**src/lsu_config.svh**
```systemverilog
`ifndef LSU_CONFIG_SVH
`define LSU_CONFIG_SVH

// data path and address width in bits
`define LSU_DATA_W 32

// first byte address of the sram window
`define LSU_SRAM_BASE 32'h8000_0000

// sram depth in words
`define LSU_SRAM_WORDS 256

// cycles from address accept to response
// values below 2 fall back to the shortest response path
`define LSU_MEM_DELAY 2

`endif
```
**src/lsu_pkg.sv**
```systemverilog
`include "lsu_config.svh"

package lsu_pkg;

	// payload widths
	typedef logic [`LSU_DATA_W-1:0] word_t;
	typedef logic [`LSU_DATA_W-1:0] addr_t;
	// one strobe bit per byte lane
	typedef logic [`LSU_DATA_W/8-1:0] strb_t;
	typedef logic [4:0] reg_idx_t;
	typedef logic [1:0] axi_resp_t;

	// axi response codes in use
	localparam axi_resp_t AXI_OKAY = 2'b00;
	localparam axi_resp_t AXI_SLVERR = 2'b10;

	// operation from execute stage
	typedef enum logic [3:0] {
		MEM_NONE = 4'd0,
		MEM_LB = 4'd1,
		MEM_LH = 4'd2,
		MEM_LW = 4'd3,
		MEM_LBU = 4'd4,
		MEM_LHU = 4'd5,
		MEM_SB = 4'd6,
		MEM_SH = 4'd7,
		MEM_SW = 4'd8
	} mem_op_e;

	// controller fsm
	typedef enum logic [1:0] {LSU_IDLE, LSU_WRITE, LSU_READ, LSU_DONE} lsu_state_e;

	// sram fsm
	typedef enum logic [1:0] {SRAM_IDLE, SRAM_WAIT, SRAM_RESP} sram_state_e;

endpackage

```
**src/axi_lite_if.sv**
```systemverilog
`timescale 1ns/10ps

interface axi_lite_if
	import lsu_pkg::*;
();

	// write address channel
	addr_t awaddr;
	logic awvalid;
	logic awready;

	// write data channel
	word_t wdata;
	strb_t wstrb;
	logic wvalid;
	logic wready;

	// write response channel
	axi_resp_t bresp;
	logic bvalid;
	logic bready;

	// read address channel
	addr_t araddr;
	logic arvalid;
	logic arready;

	// read data channel
	word_t rdata;
	axi_resp_t rresp;
	logic rvalid;
	logic rready;

	// lsu side
	modport master (
		output awaddr, awvalid, input awready,
		output wdata, wstrb, wvalid, input wready,
		input bresp, bvalid, output bready,
		output araddr, arvalid, input arready,
		input rdata, rresp, rvalid, output rready
	);

	// memory side
	modport slave (
		input awaddr, awvalid, output awready,
		input wdata, wstrb, wvalid, output wready,
		output bresp, bvalid, input bready,
		input araddr, arvalid, output arready,
		output rdata, rresp, rvalid, input rready
	);

endinterface

```
**src/lsu_ctrl.sv**
```systemverilog
`timescale 1ns/10ps

module lsu_ctrl
	import lsu_pkg::*;
(
	input logic clock,
	input logic rstn,
	// execute side
	input logic exu_valid_i,
	output logic exu_ready_o,
	input mem_op_e exu_op_i,
	input addr_t exu_addr_i,
	input word_t exu_wdata_i,
	input reg_idx_t exu_rd_i,
	// write-back side
	output logic wbu_valid_o,
	input logic wbu_ready_i,
	output reg_idx_t wbu_rd_o,
	output word_t wbu_data_o,
	output logic wbu_err_o,
	// memory port
	axi_lite_if.master axi
);

	lsu_state_e state_q, state_d;
	// request captured at accept
	mem_op_e op_q;
	addr_t addr_q;
	word_t wdata_q;
	reg_idx_t rd_q;
	// result for write-back
	word_t res_data_q;
	logic res_err_q;
	// address phases already taken
	logic aw_done_q, w_done_q, ar_done_q;
	word_t load_data;
	logic accept, aw_hs, w_hs, b_hs, ar_hs, r_hs, wb_hs;

	function automatic logic op_is_store(mem_op_e op);
		return op inside {MEM_SB, MEM_SH, MEM_SW};
	endfunction

	function automatic logic op_is_load(mem_op_e op);
		return op inside {MEM_LB, MEM_LH, MEM_LW, MEM_LBU, MEM_LHU};
	endfunction

	// channel transfers
	assign accept = exu_valid_i && exu_ready_o;
	assign aw_hs = axi.awvalid && axi.awready;
	assign w_hs = axi.wvalid && axi.wready;
	assign b_hs = axi.bvalid && axi.bready;
	assign ar_hs = axi.arvalid && axi.arready;
	assign r_hs = axi.rvalid && axi.rready;
	assign wb_hs = wbu_valid_o && wbu_ready_i;

	// lane shifting, strobes and load extension
	lsu_align u_align (
		.op_i(op_q),
		.offset_i(addr_q[1:0]),
		.store_data_i(wdata_q),
		.load_word_i(axi.rdata),
		.strb_o(axi.wstrb),
		.store_word_o(axi.wdata),
		.load_data_o(load_data)
	);

	// one request in flight, choose path at accept
	always_comb begin
		state_d = state_q;
		case (state_q)
			LSU_IDLE: begin
				if (accept) begin
					if (op_is_store(exu_op_i)) begin
						state_d = LSU_WRITE;
					end else if (op_is_load(exu_op_i)) begin
						state_d = LSU_READ;
					end else begin
						state_d = LSU_DONE;
					end
				end
			end
			LSU_WRITE: if (b_hs) state_d = LSU_DONE;
			LSU_READ: if (r_hs) state_d = LSU_DONE;
			LSU_DONE: if (wb_hs) state_d = LSU_IDLE;
			default: state_d = LSU_IDLE;
		endcase
	end

	always_ff @(posedge clock) begin
		if (!rstn) begin
			state_q <= LSU_IDLE;
			aw_done_q <= 1'b0;
			w_done_q <= 1'b0;
			ar_done_q <= 1'b0;
		end else begin
			state_q <= state_d;
			if (accept) begin
				aw_done_q <= 1'b0;
				w_done_q <= 1'b0;
				ar_done_q <= 1'b0;
			end else begin
				// aw and w may be taken in different cycles
				if (aw_hs) aw_done_q <= 1'b1;
				if (w_hs) w_done_q <= 1'b1;
				if (ar_hs) ar_done_q <= 1'b1;
			end
		end
	end

	// request payload
	always_ff @(posedge clock) begin
		if (accept) begin
			op_q <= exu_op_i;
			addr_q <= exu_addr_i;
			wdata_q <= exu_wdata_i;
			rd_q <= exu_rd_i;
		end
	end

	// plain ops keep the alu result, memory ops overwrite on response
	always_ff @(posedge clock) begin
		if (accept) begin
			res_data_q <= exu_addr_i;
			res_err_q <= 1'b0;
		end else if (b_hs) begin
			res_data_q <= '0;
			res_err_q <= (axi.bresp != AXI_OKAY);
		end else if (r_hs) begin
			// error reads give zero data
			res_data_q <= (axi.rresp == AXI_OKAY) ? load_data : '0;
			res_err_q <= (axi.rresp != AXI_OKAY);
		end
	end

	// bus address is word aligned, strobe picks the bytes
	assign axi.awaddr = {addr_q[$bits(addr_t)-1:2], 2'b00};
	assign axi.araddr = {addr_q[$bits(addr_t)-1:2], 2'b00};
	assign axi.awvalid = (state_q == LSU_WRITE) && !aw_done_q;
	assign axi.wvalid = (state_q == LSU_WRITE) && !w_done_q;
	assign axi.bready = (state_q == LSU_WRITE) && aw_done_q && w_done_q;
	assign axi.arvalid = (state_q == LSU_READ) && !ar_done_q;
	assign axi.rready = (state_q == LSU_READ);

	assign exu_ready_o = (state_q == LSU_IDLE);
	assign wbu_valid_o = (state_q == LSU_DONE);
	assign wbu_rd_o = rd_q;
	assign wbu_data_o = res_data_q;
	assign wbu_err_o = res_err_q;

endmodule

```
**src/lsu_align.sv**
```systemverilog
`timescale 1ns/10ps

module lsu_align
	import lsu_pkg::*;
(
	input mem_op_e op_i,
	input logic [1:0] offset_i,
	input word_t store_data_i,
	input word_t load_word_i,
	output strb_t strb_o,
	output word_t store_word_o,
	output word_t load_data_o
);

	// byte offset as a bit shift amount
	logic [4:0] shamt;
	// returned word moved down to lane 0
	word_t load_shifted;

	assign shamt = {offset_i, 3'b000};
	assign load_shifted = load_word_i >> shamt;

	// store side, data moves up into its lane
	always_comb begin
		strb_o = '0;
		store_word_o = store_data_i;
		case (op_i)
			MEM_SB: begin
				strb_o = strb_t'(4'b0001) << offset_i;
				store_word_o = store_data_i << shamt;
			end
			MEM_SH: begin
				// halves sit at offset 0 or 2 only
				strb_o = strb_t'(4'b0011) << {offset_i[1], 1'b0};
				store_word_o = store_data_i << {offset_i[1], 4'b0000};
			end
			MEM_SW: begin
				strb_o = '1;
			end
			default: begin
				// no byte lanes for loads or plain ops
				strb_o = '0;
			end
		endcase
	end

	// load side, pick lane 0 then extend
	always_comb begin
		case (op_i)
			MEM_LB: load_data_o = word_t'($signed(load_shifted[7:0]));
			MEM_LH: load_data_o = word_t'($signed(load_shifted[15:0]));
			MEM_LBU: load_data_o = word_t'(load_shifted[7:0]);
			MEM_LHU: load_data_o = word_t'(load_shifted[15:0]);
			// lw is word aligned, shift is zero
			default: load_data_o = load_shifted;
		endcase
	end

endmodule

```
**src/flat_wrapper.sv**
```systemverilog
// flat-port wrapper written by rule: the top's interface ports become plain ports
module lsu_ctrl_flat import lsu_pkg::*;
  (clock, rstn, exu_valid_i, exu_ready_o, exu_op_i, exu_addr_i, exu_wdata_i, exu_rd_i, wbu_valid_o, wbu_ready_i, wbu_rd_o, wbu_data_o, wbu_err_o, axi_awaddr, axi_awvalid, axi_awready, axi_wdata, axi_wstrb, axi_wvalid, axi_wready, axi_bresp, axi_bvalid, axi_bready, axi_araddr, axi_arvalid, axi_arready, axi_rdata, axi_rresp, axi_rvalid, axi_rready);
  axi_lite_if axi_i ();
  input logic clock;
  input logic rstn;
  input logic exu_valid_i;
  output logic exu_ready_o;
  input mem_op_e exu_op_i;
  input addr_t exu_addr_i;
  input word_t exu_wdata_i;
  input reg_idx_t exu_rd_i;
  output logic wbu_valid_o;
  input logic wbu_ready_i;
  output reg_idx_t wbu_rd_o;
  output word_t wbu_data_o;
  output logic wbu_err_o;
  output wire logic [$bits(axi_i.awaddr)-1:0] axi_awaddr;
  output wire logic [$bits(axi_i.awvalid)-1:0] axi_awvalid;
  input wire logic [$bits(axi_i.awready)-1:0] axi_awready;
  output wire logic [$bits(axi_i.wdata)-1:0] axi_wdata;
  output wire logic [$bits(axi_i.wstrb)-1:0] axi_wstrb;
  output wire logic [$bits(axi_i.wvalid)-1:0] axi_wvalid;
  input wire logic [$bits(axi_i.wready)-1:0] axi_wready;
  input wire logic [$bits(axi_i.bresp)-1:0] axi_bresp;
  input wire logic [$bits(axi_i.bvalid)-1:0] axi_bvalid;
  output wire logic [$bits(axi_i.bready)-1:0] axi_bready;
  output wire logic [$bits(axi_i.araddr)-1:0] axi_araddr;
  output wire logic [$bits(axi_i.arvalid)-1:0] axi_arvalid;
  input wire logic [$bits(axi_i.arready)-1:0] axi_arready;
  input wire logic [$bits(axi_i.rdata)-1:0] axi_rdata;
  input wire logic [$bits(axi_i.rresp)-1:0] axi_rresp;
  input wire logic [$bits(axi_i.rvalid)-1:0] axi_rvalid;
  output wire logic [$bits(axi_i.rready)-1:0] axi_rready;
  assign axi_awaddr = axi_i.awaddr;
  assign axi_awvalid = axi_i.awvalid;
  assign axi_i.awready = axi_awready;
  assign axi_wdata = axi_i.wdata;
  assign axi_wstrb = axi_i.wstrb;
  assign axi_wvalid = axi_i.wvalid;
  assign axi_i.wready = axi_wready;
  assign axi_i.bresp = axi_bresp;
  assign axi_i.bvalid = axi_bvalid;
  assign axi_bready = axi_i.bready;
  assign axi_araddr = axi_i.araddr;
  assign axi_arvalid = axi_i.arvalid;
  assign axi_i.arready = axi_arready;
  assign axi_i.rdata = axi_rdata;
  assign axi_i.rresp = axi_rresp;
  assign axi_i.rvalid = axi_rvalid;
  assign axi_rready = axi_i.rready;
  lsu_ctrl u_core (.clock(clock), .rstn(rstn), .exu_valid_i(exu_valid_i), .exu_ready_o(exu_ready_o), .exu_op_i(exu_op_i), .exu_addr_i(exu_addr_i), .exu_wdata_i(exu_wdata_i), .exu_rd_i(exu_rd_i), .wbu_valid_o(wbu_valid_o), .wbu_ready_i(wbu_ready_i), .wbu_rd_o(wbu_rd_o), .wbu_data_o(wbu_data_o), .wbu_err_o(wbu_err_o), .axi(axi_i));
endmodule
```
**config.mk**
```make
export PLATFORM = sky130hd
export DESIGN_NAME = lsu_ctrl_flat
export DESIGN_NICKNAME = d
export VERILOG_FILES = /design/src/lsu_pkg.sv /design/src/axi_lite_if.sv /design/src/lsu_ctrl.sv /design/src/lsu_align.sv /design/src/flat_wrapper.sv
export VERILOG_INCLUDE_DIRS = /design/src
export SDC_FILE = /design/constraint.sdc
export NUM_CORES = 1
export LEC_CHECK = 0
export BUFFER_PORTS_ARGS = -buffer_cell sky130_fd_sc_hd__buf_2
export CAP_MARGIN = 15
export CORE_MARGIN = 2
export CORE_UTILIZATION = 48
export CTS_CLUSTER_SIZE = 24
export DETAILED_ROUTE_END_ITERATION = 7
export MAX_ROUTING_LAYER = met4
export PLACE_DENSITY = 0.85
export SLEW_MARGIN = 10
export SYNTH_ARGS = -nofsm -noshare
export SYNTH_HDL_FRONTEND = slang
export SYNTH_SLANG_ARGS = --single-unit
```
**constraint.sdc**
```tcl
create_clock -name clock -period 4.15 [get_ports clock]
set_input_delay 0.83 -clock clock [delete_from_list [all_inputs] [get_ports clock]]
set_output_delay 0.83 -clock clock [all_outputs]
set_load 0.05 [all_outputs]
```
# [After elaboration in Yosys (flattened, before gate mapping)]
# Cells that the tools add are included.
[word_totals] register_bits=111 in_bits=118 output_inout_bits=145 word_cells=79
[op_classes] eq_ne=22 shift=5 muxes=16 n_bitwise=1 reduce_logical=25
[ops] op="2-to-1 mux 32 bit" count=4
[ops] op="one-hot mux 32 bit (4 select lines)" count=1
[ops] op="one-hot mux 32 bit (2 select lines)" count=1
[ops] op="<< shifter 32 x 5 -> 32 bit" count=2
[ops] op="== test 4 x 3 -> 1 bit, second input constant" count=8
[ops] op=">> shifter 32 x 5 -> 32 bit" count=1
[ops] op="== test 4 x 2 -> 1 bit, second input constant" count=3
[ops] op="logical AND 1 bit" count=12
[ops] op="one-hot mux 4 bit (3 select lines)" count=1
[ops] op="2-to-1 mux 2 bit" count=5
[ops] op="== test 4 x 1 -> 1 bit, second input constant" count=2
[ops] op="== test 4 bit, second input constant" count=2
[ops] op="one-hot mux 2 bit (4 select lines)" count=1
[ops] op="!= test 2 bit, second input constant" count=3
[ops] op="nonzero test 2 bit" count=3
[ops] op="nonzero test 3 bit" count=2
[ops] op="nonzero test 5 bit" count=1
[ops] op="== test 2 bit, second input constant" count=2
[ops] op="logical NOT 2 bit" count=2
[ops] op="AND reduction 4 bit" count=1
[ops] op="<< shifter 1 x 2 -> 4 bit, first input constant" count=1
[ops] op="<< shifter 2 x 2 -> 4 bit, first input constant" count=1
[ops] op="logical NOT 1 bit" count=3
[ops] op="2-to-1 mux 1 bit" count=3
[ops] op="4 further kinds" count=4

# [Logic depth before layout (Yosys ltp)]
[depth] depth_word=6 ltp_mapped=8 depth_no_buf=6

# [By module]
# From an unflattened synthesis, not the netlist that was laid out.
[hier_totals] cells_unflattened=486 hier_area_um2=5960.7
[by_module_without_submodules] module="lsu_ctrl" n_inst=1 cells_per_inst=259 area_per_inst_um2=4409.2 seq_area_each_um2=3273.1
[by_module_without_submodules] module="lsu_align" n_inst=1 cells_per_inst=227 area_per_inst_um2=1551.5 seq_area_each_um2=0.0

# [Worst setup path before layout]
# Ideal clock, no wire load.
[synth_timing] path_type="register -> register" startpoint="register u_core.state_q[0]" endpoint="register u_core.addr_q[0], enable pin" setup_time_ps=466 arrival_time_ps=3495 required_time_ps=3684 setup_slack_ps=190 path_stages_with_launch=6 n_path_buf=1 period_less_slack_ps=3960 cell_sequence="dfxtp_1 -> inv_1 -> ha_1 -> nand2_1 -> clkinv_1 -> clkbuf_1"
[synth_between] elab_chain_cells=2
[synth_lines] element="start: declaration" line="lsu_ctrl.sv:25" rtl="lsu_state_e state_q, state_d;"
[synth_lines] element="start signal: assignment" line="lsu_ctrl.sv:96" rtl="state_q <= state_d;"
[synth_lines] element="logical NOT 2 bit" line="lsu_ctrl.sv:144" rtl="assign exu_ready_o = (state_q == LSU_IDLE);"
[synth_lines] element="net exu_ready_o" line="flat_wrapper.sv:8" rtl="output logic exu_ready_o;"
[synth_lines] element="logical AND 1 bit" line="lsu_ctrl.sv:48" rtl="assign accept = exu_valid_i && exu_ready_o;"
[synth_lines] element="net u_core.accept" line="lsu_ctrl.sv:37" rtl="logic accept, aw_hs, w_hs, b_hs, ar_hs, r_hs, wb_hs;"
[synth_lines] element="end signal: assignment" line="lsu_ctrl.sv:114" rtl="addr_q <= exu_addr_i;"
[synth_lines] element="end: declaration" line="lsu_ctrl.sv:28" rtl="addr_t addr_q;"
# The timed path passes the listed nets, and every way through them passes these cells.
# A chain may end at the register's enable or synchronous reset.

# [Worst setup path after layout]
[layout_timing] startpoint="register u_core.op_q[3]" endpoint="output axi_wdata[25]"
[layout_between] elab_chain_cells=2 word_cells_on_any_way=3
[layout_lines] element="start: declaration" line="lsu_ctrl.sv:27" rtl="mem_op_e op_q;"
[layout_lines] element="start signal: assignment" line="lsu_ctrl.sv:113" rtl="op_q <= exu_op_i;"
[layout_lines] element="== test 4 x 3 -> 1 bit" line="lsu_align.sv:27" rtl="case (op_i)"
[layout_lines] element="one-hot mux 32 bit (2 select lines) (*)" line="lsu_align.sv:27"
[layout_lines] element="end: declaration" line="flat_wrapper.sv:21" rtl="output wire logic [$bits(axi_i.wdata)-1:0] axi_wdata;"
# Mark *: on every way between the ends. The rest lies on a longest branch, timed or not.

==> summary.txt <==
STA
  • Tmin final: 3.56 ns
  • Worst Tran Pin Value: 1.03 ns
  • Endpoints failing setup: 0
  • Pins Over Slew Limit: 0
  • Relative slew slack: 30.5%
  • RSZ-0062 raised after global routing: no
  • FMAX: 281 MHz
  • Final Hold Violating Endpoints: 0
  • Fin crit share: 85.8%
  • Clk_skew: 0.00776 ns
  • TNS Setup: 0 ns

Clock network
  • CTS tree: built
  • Clk sink count: 111
  • CTS buffer count: 9
  • Post-CTS Setup Bufs: 0
  • Clock buffer depth: 2
  • Root buf cell: clkbuf_16
  • Post-CTS Hold Buffers: 0
  • H-tree depth: 3
  • Clk slew on worst S/H paths: 0.06 ns
  • Cells resized by post-CTS repair: 0
  • Worst skew pair latency: 0.35 ns

Floorplan
  • Initial Util: 49.0%
  • Die Width: 114 um
  • Die area: 13000 um^2
  • Die H: 114 um
  • # IOs: 263
  • Site Rows: 40
  • Core ar.: 11900 um^2

Placement
  • Dpl hpwl: 12000 um
  • Gpl congestion: 0.869
  • Port Buffer Count: 258
  • Placed insts: 833

Power and ir drop
  • Static Leakage: 3.01 nW
  • Maximum VDD drop: 0.000585 V
  • Total power: 5.34 mW
  • Power Density: 759 nW/um^2

Worst hold path
  • Class of the worst hold path: register to register

Route
  • DRC viols: 0
  • Via count: 4871
  • First-pass DRT Iterations: 6
  • Antenna Violating Nets Remaining: 0
  • WL/cell: 19.2 um
  • Drt initial violations: 498
  • Via/cell ratio: 5.75
  • Final wirelength: 16300 um

Yosys
  • Post-synth ARST share: 0%
  • Post-synth top area share: 54.1%
  • Syn. warnings: 0
  • Commonest register cell after synthesis: edfxtp_1
  • Mean Syn Cell Area: 11.4 um^2
  • Synthesized area: 5830 um^2
  • Syn Inst Count: 513
  • Sequential share of the synthesized area: 56.1%
  • Yosys reg bits: 111
  • Synth area leaders: edfxtp_1, buf_4, mux2i_1, o21ai_0, nand2_1
  • Synth area leader: edfxtp_1
  • Distinct cells, synth: 51
  • Post-synth EDFFs: 105

Finish
  • Commonest non-fill, non-tap cell in the layout: buf_2
  • Area Growth Syn to Fin: 20.6%
  • Inserted Diodes: 0
  • Fraction of layout cells with a size suffix above 1: 40.7%
  • FILL cells: 1014
  • Nets@finish: 820
  • Most frequent cells in the layout: buf_2, edfxtp_1, nand2_1
  • Post-Layout Cell Count: 847

GRT
  • Initial antenna violation count: 0
  • GRT overflow: 0
  • Largest net degree at the start of global routing: 107
  • GRT Util Overall: 25.0%
  • Global-route wire length before repair: 24000 um
  • Vias in the first global route: 4678

Setup path
  • Arrival time at the worst endpoint: 2.73 ns
  • Worst endpoint required time: 3.32 ns
  • Critical path class: register to primary output
  • Element type at the critical path end: primary output
  • CP Max Fanout: 21
  • Worst Setup Start Kind: register

Run
  • Max-cap violations: 0

Outcome
  • Status: completed
-- power by group --
part	switching, mW	internal (mW)	leakage (nW)
clock network	0.366	0.396	0.115
registers	0.189	1.64	1.06
logic	2.15	0.597	1.84
-- worst max-delay path: stages, from the launching register on --
cell	delay, ns
edfxtp_1	0.49
nand3b_1	0.22
buf_4	0.23
o21ai_4	0.46
mux2i_1	0.20
a221oi_1	0.45
buf_2	0.34
-- synthesized netlist by cell type (3+ instances only) --
cell type	instances
o22ai_1	9
buf_4	65
nor3b_1	9
o21ai_0	53
nand2b_1	3
edfxtp_1	105
nand2_1	62
nor2_1	24
a22oi_1	16
dfxtp_1	6
a221oi_1	8
buf_2	7
a32oi_1	8
a32o_1	7
mux2i_1	32
ha_1	4
o2bb2ai_1	6
nand3_1	10
nor2b_1	9
inv_1	3
and2_1	8
nor3_1	4
a21oi_1	5
clkbuf_1	19
-- layout make-up --
class	instances	area, um^2	area share, %
Inverter	5	21.3	0.303
Tap cell	147	184	2.62
Timing Repair Buffer	264	1360	19.3
Multi-Input combinational cell	307	1950	27.8
Sequential cell	111	3270	46.6
Clock inverter	2	11.3	0.160
Clock buffer	11	233	3.31
-- final timing paths --
path,endpoint,slack (ns),start,cells after the start
setup / recovery,axi_wdata[25],0.59,u_core.op_q[3],6
hold / removal,u_core.ar_done_q,0.51,u_core.ar_done_q,2
setup reg to reg,u_core.wbu_data_o[15],1.39,u_core.state_q[1],6
hold reg to reg,u_core.ar_done_q,0.51,u_core.ar_done_q,2
-- through the flow --
step	util (%)	hold WS, ns	instance area, um^2	worst slack (ns)
after global placement	56.7	0.452	6760	1.13
final	59.0	0.505	7030	0.589
after detailed placement	56.7	0.484	6760	0.967
after global routing	59.0	0.528	7030	0.439
after CTS	58.8	0.501	7000	0.590
after floorplan	-	0.437	5840	0.190
-- kinds of logic (layout without fill, tap and decap cells) --
family / Yosys count / after routing / synth area share [%]
AOI/OAI and AO/OA: 125 / 125 / 14.7
xor gates and xnor gates: 1 / 1 / 0.150
adders and majority gates: 4 / 4 / 0.858
buffers and inverters: 98 / 282 / 10.8
DFF: 111 / 111 / 56.1
muxes: 33 / 33 / 5.88
other: 1 / 4 / 0.0643
and+or+nand+nor: 140 / 140 / 11.5
-- layer usage --
layer	up-vias	GRT usage, %	share of wire, %
li1	2206	-	-
met1	2277	27.3	36
met2	341	45.0	52
met3	47	4.18	8.9
met4	0	10.8	3.1
met5	-	-	0
-- state kept, by name (all words and copies together), names as in the netlist --
register	flops
u_core.wdata_q	32
u_core.aw_done_q	1
u_core.addr_q	32
u_core.ar_done_q	1
u_core.wbu_data_o	32
u_core.w_done_q	1
u_core.state_q	2
u_core.wbu_rd_o	5
u_core.wbu_err_o	1
u_core.op_q	4
(Power assumes the default switching activity.)
